File: src/common/fpDiv_defs.svh
/* fp divider dimensions
   operand widths, exponent bias and iteration schedule */

`ifndef FPDIV_DEFS_SVH
`define FPDIV_DEFS_SVH

// mantissa incl. hidden bit
`define MANT_WIDTH 24

// biased exponent field
`define EXP_WIDTH 8
`define EXP_BIAS 127

////////////////////////////////////////////////////////////
// iteration schedule
////////////////////////////////////////////////////////////

// quotient bits retired per clock
`define CELLS_PER_CYCLE 4

// 6 x 4 = 24 quotient bits
`define ITER_CYCLES 6

`endif

File: src/common/divCtrlPkg.sv
/* sequencer control types
   state encoding and iteration index */

`include "fpDiv_defs.svh"

package divCtrlPkg;

  typedef enum logic [1:0]
  {
    Idle,
    Load,     // first cell step on fresh operands
    Iterate   // remaining cell steps
  } seqState_t;

  // index 0 to ITER_CYCLES-1
  typedef logic [$clog2(`ITER_CYCLES)-1:0] stepCnt_t;

endpackage

File: src/common/fpFormatPkg.sv
/* number format types of the divider
   mantissa, partial remainder and exponent vectors */

`include "fpDiv_defs.svh"

package fpFormatPkg;

  // operand or quotient mantissa, hidden bit at the top
  typedef logic [`MANT_WIDTH-1:0] mant_t;

  // partial remainder, one bit wider for the sign
  typedef logic signed [`MANT_WIDTH:0] rem_t;

  // biased input exponent
  typedef logic [`EXP_WIDTH-1:0] exp_t;

  // prenormalized result exponent
  // wraps modulo 512, no saturation here
  typedef logic [`EXP_WIDTH:0] expRes_t;

endpackage

File: src/common/divOperandIf.sv
/* operand bundle of one division
   mantissas with hidden bit and biased exponents */

interface divOperandIf;

  import fpFormatPkg::*;

  mant_t Numerator;
  mant_t Denominator;
  exp_t  ExpNum;
  exp_t  ExpDen;

  ////////////////////////////////////////////////////////////
  // consumers
  ////////////////////////////////////////////////////////////

  // mantissa datapath
  modport mant
  (
    input Numerator,
    input Denominator
  );

  // exponent datapath
  modport exp
  (
    input ExpNum,
    input ExpDen
  );

endinterface

File: src/hdl/divSequencer.sv
/* divider sequencer
   drives load and iteration strobes, holds Ready and pulses Done */

`include "fpDiv_defs.svh"

module divSequencer
(
  input  logic Clk_CI,
  input  logic Rst_RBI,
  input  logic Start,
  output logic Load,
  output logic Iterate,
  output logic Last,
  output logic Ready,
  output logic Done
);

  import divCtrlPkg::*;

  seqState_t stateCur;
  seqState_t stateNext;
  stepCnt_t  stepCur;
  stepCnt_t  stepNext;
  logic      finalStep;

  assign finalStep = (stepCur == stepCnt_t'(`ITER_CYCLES - 1));

  always_comb
  begin
    stateNext = stateCur;
    stepNext  = '0;   // idle keeps index at 0
    unique case (stateCur)
      divCtrlPkg::Idle:
      begin
        if (Start)
          stateNext = divCtrlPkg::Load;
      end
      divCtrlPkg::Load:
      begin
        stateNext = divCtrlPkg::Iterate;
        stepNext  = stepCnt_t'(stepCur + 1);
      end
      divCtrlPkg::Iterate:
      begin
        if (finalStep)
          stateNext = divCtrlPkg::Idle;
        else
          stepNext = stepCnt_t'(stepCur + 1);
      end
      default:
        stateNext = divCtrlPkg::Idle;
    endcase
  end

  assign Load    = (stateCur == divCtrlPkg::Load);
  assign Iterate = (stateCur != divCtrlPkg::Idle);  // load counts as first step
  assign Last    = (stateCur == divCtrlPkg::Iterate) && finalStep;

  always_ff @(posedge Clk_CI, negedge Rst_RBI)
  begin
    if (!Rst_RBI)
    begin
      stateCur <= divCtrlPkg::Idle;
      stepCur  <= '0;
      Ready    <= 1'b1;
      Done     <= 1'b0;
    end
    else
    begin
      stateCur <= stateNext;
      stepCur  <= stepNext;
      Done     <= Last;
      if (Start)
        Ready <= 1'b0;
      else if (Last)
        Ready <= 1'b1;   // back up together with Done
    end
  end

  // no restart while an operation is in flight
  assert property (@(posedge Clk_CI) disable iff (!Rst_RBI) Start |-> Ready)
    else $error("divSequencer: Start while busy");

  // fixed schedule from load to the Done pulse
  assert property (@(posedge Clk_CI) disable iff (!Rst_RBI)
                   Load |-> ##5 Last ##1 (Done && Ready))
    else $error("divSequencer: Last or Done/Ready off schedule");

endmodule

File: src/hdl/expDivider.sv
/* exponent path of the divider
   biased difference ExpNum - ExpDen + bias, taken on load */

`include "fpDiv_defs.svh"

module expDivider
(
  input  logic                 Clk_CI,
  input  logic                 Rst_RBI,
  input  logic                 Load,
  divOperandIf.exp             Ops,
  output fpFormatPkg::expRes_t ExpDiff
);

  import fpFormatPkg::*;

  expRes_t expSum;

  ////////////////////////////////////////////////////////////
  // biased difference
  ////////////////////////////////////////////////////////////

  // 9 bit one's complement of ExpDen, its +1 merged into the bias
  assign expSum = expRes_t'({1'b0, Ops.ExpNum})
                + ~expRes_t'({1'b0, Ops.ExpDen})
                + expRes_t'(`EXP_BIAS + 1);

  always_ff @(posedge Clk_CI, negedge Rst_RBI)
  begin
    if (!Rst_RBI)
    begin
      ExpDiff <= '0;
    end
    else if (Load)
    begin
      ExpDiff <= expSum;   // wraps mod 512
    end
  end

endmodule

File: src/hdl/fpDivCore.sv
/* single precision divider core
   mantissa and exponent datapaths side by side, fixed 7 cycle latency */

module fpDivCore
(
  input  logic                 Clk_CI,
  input  logic                 Rst_RBI,
  input  logic                 Start,
  input  fpFormatPkg::mant_t   Numerator,
  input  fpFormatPkg::mant_t   Denominator,
  input  fpFormatPkg::exp_t    ExpNum,
  input  fpFormatPkg::exp_t    ExpDen,
  output logic                 Ready,
  output logic                 Done,
  output fpFormatPkg::mant_t   MantResult,
  output fpFormatPkg::expRes_t ExpResult
);

  import fpFormatPkg::*;

  logic    load;
  logic    iterate;
  logic    last;
  mant_t   quotient;
  logic    roundBit;
  expRes_t expDiff;

  // operands, valid with Start and in the load cycle
  divOperandIf ops ();

  assign ops.Numerator   = Numerator;
  assign ops.Denominator = Denominator;
  assign ops.ExpNum      = ExpNum;
  assign ops.ExpDen      = ExpDen;

  divSequencer sequencer
  (
    .Clk_CI  (Clk_CI),
    .Rst_RBI (Rst_RBI),
    .Start   (Start),
    .Load    (load),
    .Iterate (iterate),
    .Last    (last),
    .Ready   (Ready),
    .Done    (Done)
  );

  mantDivider mantDiv
  (
    .Clk_CI   (Clk_CI),
    .Rst_RBI  (Rst_RBI),
    .Load     (load),
    .Iterate  (iterate),
    .Ops      (ops.mant),
    .Quotient (quotient),
    .RoundBit (roundBit)
  );

  expDivider expDiv
  (
    .Clk_CI  (Clk_CI),
    .Rst_RBI (Rst_RBI),
    .Load    (load),
    .Ops     (ops.exp),
    .ExpDiff (expDiff)
  );

  resultAssembler assembler
  (
    .Clk_CI     (Clk_CI),
    .Rst_RBI    (Rst_RBI),
    .Last       (last),
    .Quotient   (quotient),
    .RoundBit   (roundBit),
    .ExpDiff    (expDiff),
    .MantResult (MantResult),
    .ExpResult  (ExpResult)
  );

endmodule

File: src/hdl/mantDivider.sv
/* radix-16 non-restoring mantissa divider
   four chained add/subtract cells per clock, plus a round bit cell */

`include "fpDiv_defs.svh"

module mantDivider
(
  input  logic               Clk_CI,
  input  logic               Rst_RBI,
  input  logic               Load,
  input  logic               Iterate,
  divOperandIf.mant          Ops,
  output fpFormatPkg::mant_t Quotient,
  output logic               RoundBit
);

  import fpFormatPkg::*;

  rem_t  numExt;
  rem_t  denExt;
  rem_t  remReg;
  mant_t quotReg;
  mant_t quotNext;
  rem_t  cellRem [`CELLS_PER_CYCLE];
  rem_t  roundRem;
  logic [`CELLS_PER_CYCLE-1:0] qBits;   // cell 0 in the MSB

  // one non-restoring step, sign of the result is the inverted quotient bit
  function automatic rem_t cellStep(rem_t partRem, logic subtract, rem_t divisor);
    return subtract ? rem_t'(partRem - divisor) : rem_t'(partRem + divisor);
  endfunction

  assign numExt = rem_t'({1'b0, Ops.Numerator});
  assign denExt = rem_t'({1'b0, Ops.Denominator});

  ////////////////////////////////////////////////////////////
  // cell chain
  ////////////////////////////////////////////////////////////

  always_comb
  begin : cellChain
    rem_t cellIn;
    logic subtract;
    cellIn   = Load ? numExt : {remReg[`MANT_WIDTH-1:0], 1'b0};
    subtract = Load | quotReg[0];   // first step always subtracts
    for (int i = 0; i < `CELLS_PER_CYCLE; i++)
    begin
      cellRem[i] = cellStep(cellIn, subtract, denExt);
      qBits[`CELLS_PER_CYCLE-1-i] = ~cellRem[i][`MANT_WIDTH];
      // remainder doubles between cells
      cellIn   = {cellRem[i][`MANT_WIDTH-1:0], 1'b0};
      subtract = qBits[`CELLS_PER_CYCLE-1-i];
    end
    // one step past the 24 quotient bits
    roundRem = cellStep(cellIn, subtract, denExt);
  end

  assign quotNext = {quotReg[`MANT_WIDTH-`CELLS_PER_CYCLE-1:0], qBits};

  // look-ahead view, the assembler latches in the cycle of the last step
  assign Quotient = quotNext;
  assign RoundBit = ~roundRem[`MANT_WIDTH];

  ////////////////////////////////////////////////////////////
  // remainder and quotient registers
  ////////////////////////////////////////////////////////////

  always_ff @(posedge Clk_CI, negedge Rst_RBI)
  begin
    if (!Rst_RBI)
    begin
      remReg  <= '0;
      quotReg <= '0;
    end
    else if (Iterate)
    begin
      remReg  <= cellRem[`CELLS_PER_CYCLE-1];
      quotReg <= quotNext;   // 4 bits per clock
    end
  end

  // normalized divisor keeps the remainder inside 25 bits
  assert property (@(posedge Clk_CI) disable iff (!Rst_RBI)
                   Load |-> Ops.Denominator[`MANT_WIDTH-1])
    else $error("mantDivider: denominator without hidden bit");

endmodule

File: src/hdl/resultAssembler.sv
/* result assembler
   rounds the quotient and holds mantissa and exponent until the next result */

module resultAssembler
(
  input  logic                 Clk_CI,
  input  logic                 Rst_RBI,
  input  logic                 Last,
  input  fpFormatPkg::mant_t   Quotient,
  input  logic                 RoundBit,
  input  fpFormatPkg::expRes_t ExpDiff,
  output fpFormatPkg::mant_t   MantResult,
  output fpFormatPkg::expRes_t ExpResult
);

  import fpFormatPkg::*;

  mant_t mantRounded;

  // round half up, an all-ones quotient wraps to zero
  assign mantRounded = mant_t'(Quotient + mant_t'(RoundBit));

  ////////////////////////////////////////////////////////////
  // result registers
  ////////////////////////////////////////////////////////////

  always_ff @(posedge Clk_CI, negedge Rst_RBI)
  begin
    if (!Rst_RBI)
    begin
      MantResult <= '0;
      ExpResult  <= '0;
    end
    else if (Last)
    begin
      MantResult <= mantRounded;
      ExpResult  <= ExpDiff;   // prenormalized, no adjust for quotient < 1
    end
  end

endmodule

File: config.mk
export PLATFORM = sky130hd
export DESIGN_NAME = fpDivCore
export DESIGN_NICKNAME = d
export VERILOG_FILES = /design/src/common/divCtrlPkg.sv /design/src/common/fpFormatPkg.sv /design/src/common/divOperandIf.sv /design/src/hdl/divSequencer.sv /design/src/hdl/expDivider.sv /design/src/hdl/fpDivCore.sv /design/src/hdl/mantDivider.sv /design/src/hdl/resultAssembler.sv
export VERILOG_INCLUDE_DIRS = /design/src /design/src/common
export SDC_FILE = /design/constraint.sdc
export NUM_CORES = 1
export LEC_CHECK = 0
export ABC_CLOCK_PERIOD_IN_PS = 15980
export BUFFER_PORTS_ARGS = -buffer_cell sky130_fd_sc_hd__buf_2
export CAP_MARGIN = 20
export CORE_ASPECT_RATIO = 0.7
export CORE_MARGIN = 2
export CORE_UTILIZATION = 30
export CTS_CLUSTER_SIZE = 24
export DETAILED_ROUTE_END_ITERATION = 16
export GPL_TIMING_DRIVEN = 0
export PLACE_DENSITY = 0.46
export SYNTH_ARGS = -nofsm -noshare
export SYNTH_HDL_FRONTEND = slang
export SYNTH_HIERARCHICAL = 1
export SYNTH_SLANG_ARGS = --single-unit
File: constraint.sdc
create_clock -name Clk_CI -period 15.98 [get_ports Clk_CI]
set_input_delay 4.794 -clock Clk_CI [delete_from_list [all_inputs] [get_ports Clk_CI]]
set_output_delay 4.794 -clock Clk_CI [all_outputs]
set_load 0.05 [all_outputs]
# Yosys cells after proc, flatten, opt, wreduce, memory -nomap -nowiden
# Cells that the tools add are included.
[classes]
reduce_logical = 5
n_addsub = 14
bitwise_logic = 7
n_eq_ne = 5
muxes = 13
[ops]
columns = ["cell", "n"]
rows = [
  ["2-to-1 mux 25 bit", 6],
  ["adder 25 bit", 5],
  ["subtractor 25 bit", 5],
  ["adder 24 x 1 -> 24 bit", 1],
  ["adder 8 x 9 -> 9 bit", 1],
  ["adder 9 x 8 -> 9 bit, second input constant", 1],
  ["NOT 8 -> 9 bit", 1],
  ["case mux 2 bit (3 select lines)", 1],
  ["case mux 3 bit (2 select lines)", 1],
  ["NOT 1 bit", 5],
  ["2-to-1 mux 2 bit", 2],
  ["nonzero test 2 bit", 2],
  ["adder 3 x 1 -> 3 bit, second input constant", 1],
  ["equality test 3 bit, second input constant", 1],
  ["2-to-1 mux 3 bit", 1],
  ["equality test 2 x 1 -> 1 bit, second input constant", 1],
  ["equality test 2 bit, second input constant", 1],
  ["logical NOT 2 bit", 1],
  ["2-to-1 mux 1 bit", 2],
  ["inequality test 2 x 1 -> 1 bit, second input constant", 1],
  ["inequality test 2 bit, second input constant", 1],
  ["AND reduction 2 bit", 1],
  ["logical AND 1 bit", 1],
  ["OR 1 bit", 1],
]
[totals]
ff_bits = 93

# Longest topological paths before layout
[depth]
depth_word = 14
ltp_mapped = 65
depth_no_buf = 61

# By module
# The synthesis kept the hierarchy.
[by_module_without_submodules]
columns = ["mod", "area_per_inst_um2", "instances", "cells_per_inst"]
rows = [
  ["mantDivider", 10715.3, 1, 1391],
  ["resultAssembler", 1651.6, 1, 167],
  ["expDivider", 813.3, 1, 85],
  ["divSequencer", 352.8, 1, 29],
]

# Worst setup path before layout
# No wires, ideal clock.
[synth_timing]
path_type = "input port to flip-flop"
startpoint = "in Denominator[5]"
endpoint = "reg assembler.MantResult[18]"
setup_ps = 82
arrival_time_ps = 16184
path_stages = 58
slack_ps = -286
n_path_buf = 3
required_time_ps = 15898
path_cell_list = "or4_1 > or3_1 > o41ai_1 > o21ai_0 > xnor2_1 > ha_1 > and3_1 > a211oi_2 > nor2b_1 > o21ai_0 > nand2b_1 > and2_1 > o21ai_0 > nand3b_1 > nor2b_1 > ha_1 > inv_1 > a21oi_1 > [... 22 more ...] > ha_1 > a21oi_1 > o21bai_1 > a21o_1 > a21oi_1 > nor2_1 > nor2_1 > o21bai_1 > a221o_1 > mux2i_1 > xnor2_1 > ha_1 > ha_1 > nand3_1 > or2_2 > clkbuf_1 > or4_1 > a31oi_1"
[synth_between]
word_cells_on_any_way = 21
[synth_lines]
columns = ["item", "line_no", "rtl"]
rows = [
  ["from (decl)", "fpDivCore.sv:10", "input fpFormatPkg::mant_t Denominator,"],
  ["adder 25 bit or subtractor 25 bit (tied branches)", "mantDivider.sv:30", "return subtract ? rem_t'(partRem - divisor) : rem_t'(partRem + divisor);"],
  ["2-to-1 mux 25 bit", "mantDivider.sv:30", ""],
  ["subtractor 25 bit or adder 25 bit (tied branches)", "mantDivider.sv:30", ""],
  ["2-to-1 mux 25 bit *", "mantDivider.sv:30", ""],
  ["NOT 1 bit *", "mantDivider.sv:49", "qBits[`CELLS_PER_CYCLE-1-i] = ~cellRem[i][`MANT_WIDTH];"],
  ["named net quotient[2]", "fpDivCore.sv:24", "mant_t quotient;"],
  ["adder 24 x 1 -> 24 bit *", "resultAssembler.sv:21", "assign mantRounded = mant_t'(Quotient + mant_t'(RoundBit));"],
  ["to (signal assigned)", "resultAssembler.sv:36", "MantResult <= mantRounded;"],
  ["to (decl)", "resultAssembler.sv:12", "output fpFormatPkg::mant_t MantResult,"],
]
# Mark *: on every way through the listed nets, which the timed path passes. The rest lies on a longest branch.
# A chain may end at the register's enable or synchronous reset.

# Worst setup path in the final report
[layout_timing]
startpoint = "in Denominator[0]"
endpoint = "reg assembler.MantResult[19]"
[layout_between]
elab_chain_cells = 12
word_cells_on_any_way = 21
[layout_rtl]
columns = ["item", "line_no", "rtl"]
rows = [
  ["adder 25 bit or subtractor 25 bit (tied branches)", "mantDivider.sv:30", ""],
  ["2-to-1 mux 25 bit", "mantDivider.sv:30", ""],
  ["subtractor 25 bit or adder 25 bit (tied branches)", "mantDivider.sv:30", ""],
  ["2-to-1 mux 25 bit", "mantDivider.sv:30", ""],
  ["subtractor 25 bit or adder 25 bit (tied branches)", "mantDivider.sv:30", ""],
  ["2-to-1 mux 25 bit", "mantDivider.sv:30", ""],
  ["subtractor 25 bit or adder 25 bit (tied branches)", "mantDivider.sv:30", ""],
  ["2-to-1 mux 25 bit *", "mantDivider.sv:30", ""],
  ["named net mantDiv.cellChain.cellIn[19]", "mantDivider.sv:42", "rem_t cellIn;"],
  ["subtractor 25 bit or adder 25 bit (tied branches)", "mantDivider.sv:30", ""],
  ["2-to-1 mux 25 bit *", "mantDivider.sv:30", ""],
  ["NOT 1 bit *", "mantDivider.sv:62", "assign RoundBit = ~roundRem[`MANT_WIDTH];"],
  ["named net roundBit", "fpDivCore.sv:25", "logic roundBit;"],
  ["adder 24 x 1 -> 24 bit *", "resultAssembler.sv:21", ""],
]
# Marked as above.

==> flow_summary.json <==
{
  "status": "finished, final reports clean",
  "clk_path_buf_depth": 2,
  "dieArea_sq_mm": 0.0469,
  "drcViolationCount": 0,
  "overflow": 0,
  "dieWidth_um": 258,
  "final_cells": 2471,
  "antenna_found_initial": 0,
  "ys_seq_area_frac": 0.172,
  "yosysTopAreaCell": "ha_1",
  "finalMaxSlewViolations": 0,
  "synth_area_per_cell_sq_um": 8.09,
  "layout.nets": 2169,
  "drt-pass1-iter-count": 6,
  "cp-startpoint": "Denominator[0]",
  "cp-start-kind": "primary input",
  "syn_to_final_growth_pct": 27.2,
  "synth_mux_area_frac": 0.0874,
  "grt_use_total": 0.196,
  "path_max_fanout": 11,
  "initial_core_util": 0.302,
  "max_stage_delay_ns": 0.50,
  "cp.arrival_ns": 15.82,
  "final.setup.tns_ns": 0,
  "whs_path_depth": 1,
  "worst_slew_pin_slew_ns": 0.832,
  "max-cap-violations": 0,
  "skew_ns": 0.0143,
  "fillers": 4558,
  "fmax_mhz": 64.3,
  "synth-compound-area-share": 0.227,
  "crit_path_end": "assembler/MantResult[19]",
  "relSlewSlack": 0.445,
  "clkTransAtPathRegs_ns": 0.07,
  "syn-num-nets": 1978,
  "die_y_um": 182,
  "cp_num_buf_inv": 7,
  "finalHoldWorstSlack_ns": 0.473,
  "r2r_setup_slack_ns": 2.95,
  "synth_top_cell_area_share": 0.216,
  "port-buffer-count": 101,
  "setup_viol": 0,
  "synth_most_common_cell": "ha_1",
  "synth_common_cells": "ha_1 (234), a21oi_1 (201), nor2_1 (176)",
  "grt_pass1_vias": 12306,
  "cpMaxStageDelayCell": "or4b_4",
  "gp_congestion": 0.887,
  "placedCellCount": 2377,
  "r2r_cells": 57,
  "cts_max_level": 3,
  "vias": 12883,
  "worstPathRequired_ns": 16.25,
  "netlist_area_sq_mm": 0.0135,
  "rows": 65,
  "synth_fa_ha_area_frac": 0.224,
  "crit_type": "primary input to flop",
  "synth_edf_count": 0,
  "dp_hpwl_mm": 38.2,
  "grt_max_degree": 53,
  "synth_cell_types": 77,
  "ys_warn_count": 6,
  "critPathCaptureType": "flop",
  "synthTopCellsByArea": "ha_1 (22%), dfrtp_1 (17%), xnor2_1 (7.5%), a21oi_1 (7.4%), mux2_2 (6.6%)",
  "cts_buffers": 9,
  "synthSimpleGateAreaFrac": 0.146,
  "wl_per_cell_um": 19.3,
  "grt_pass1_wl_mm": 71.4,
  "avgViaCountPerCell": 5.21,
  "clock_latency_ns": 0.37,
  "cp_common_cell": "a21oi_1",
  "diodes": 0,
  "postCtsHoldBufs": 0,
  "synthXorXnorAreaFrac": 0.0915,
  "clock-sinks": 93,
  "yosys_register_bits": 93,
  "fin_crit_sh": 0.973,
  "routed_wl_mm": 47.8,
  "cts_tree": "done",
  "hold_path.class": "flop to flop",
  "antenna_left": 0,
  "critical_path_cell_count": 57,
  "dominantRegCellSynth": "dfrtp_1",
  "synth_top_family_by_area": "compound AO/OA/AOI/OAI gates",
  "r2r_end": "assembler/MantResult[19]",
  "finalCriticalPeriod_ns": 15.55,
  "ys_async_sr_fraction": 1.00,
  "design.core.area_sq_mm": 0.0448,
  "drive_gt1_frac": 0.277,
  "r2r-start": "sequencer/stateCur[1]",
  "crit_family": "compound AO/OA/AOI/OAI gates",
  "cts-root-buf": "clkbuf_16",
  "syn-instance-count": 1672,
  "pin_count": 102,
  "drtIter0Drc": 745,
  "finalHoldViolCount": 0
}
## stage by stage
stage                     setup slack [ns]  area, sq um   util
after floorplan                      0.104        13500      -
after global placement               -2.81        14800  0.330
after detailed placement             -2.75        14800  0.331
after CTS                           0.0885        15900  0.355
after global routing                -0.113        17200  0.384
final                                0.433        17200  0.384
## layout make-up
cell class                      instances  area [sq um]  area share
Sequential cell                        93          2330       0.135
Buffer                                 37           272      0.0158
Multi-Input combinational cell       1394         11800       0.684
Tap cell                              603           754      0.0438
Clock buffer                            9           225      0.0131
Timing Repair Buffer                  196          1280      0.0742
Inverter                              132           514      0.0299
Clock inverter                          7          63.8     0.00371
## cell usage in the layout (no fill, tap or decap), types with 79 or more instances in the layout
cell type  count
ha_1         198
a21oi_1      171
nor2_1       170
inv_1        125
buf_4         98
buf_2         98
dfrtp_1       92
xnor2_1       87
mux2_2        79
## registers in the layout, indices dropped and copies added, names as in the netlist
name / flops
mantDiv/quotReg: 20
sequencer/Ready: 1
assembler/ExpResult: 9
expDiv/ExpDiff: 9
sequencer/stateCur: 2
mantDiv/remReg: 24
assembler/MantResult: 24
sequencer/Done: 1
sequencer/stepCur: 3
## worst min-delay path by stage
stage                                    start                    to  slack [ns]
final                     sequencer/stepCur[0]  sequencer/stepCur[0]        0.47
after global routing      sequencer/stepCur[0]  sequencer/stepCur[0]        0.51
after CTS                 sequencer/stepCur[0]  sequencer/stepCur[0]        0.47
after detailed placement  sequencer/stepCur[0]  sequencer/stepCur[0]        0.46
after global placement    sequencer/stepCur[0]  sequencer/stepCur[0]        0.46
after floorplan           sequencer/stepCur[0]  sequencer/stepCur[0]        0.44
## timing repair
action,CTS,global route
pin swaps,42,101
setup endpoints to repair,24,23
gates resized for setup,131,173
setup buffers,32,61
cloned,0,1
## routing by layer
metal	track usage	vias up	share of wire
met5	0	-	0
met4	0.0326	0	0.010
met3	0.0246	26	0.047
met2	0.294	288	0.42
met1	0.299	6199	0.52
li1	-	6370	-
## kinds of logic (layout without fill, tap and decap cells)
family | after synthesis | after routing
XOR/XNOR | 138 | 138
AND/OR/NAND/NOR | 413 | 413
multiplexers | 108 | 108
AO/OA/AOI/OAI | 496 | 496
buffers and inverters | 185 | 381
adder cells (fa/ha/maj) | 239 | 239
flip-flops | 93 | 93
Power is left out: the tool's default activity adds up to more than one toggle a clock period on the data nets, which glitch-free logic cannot reach.
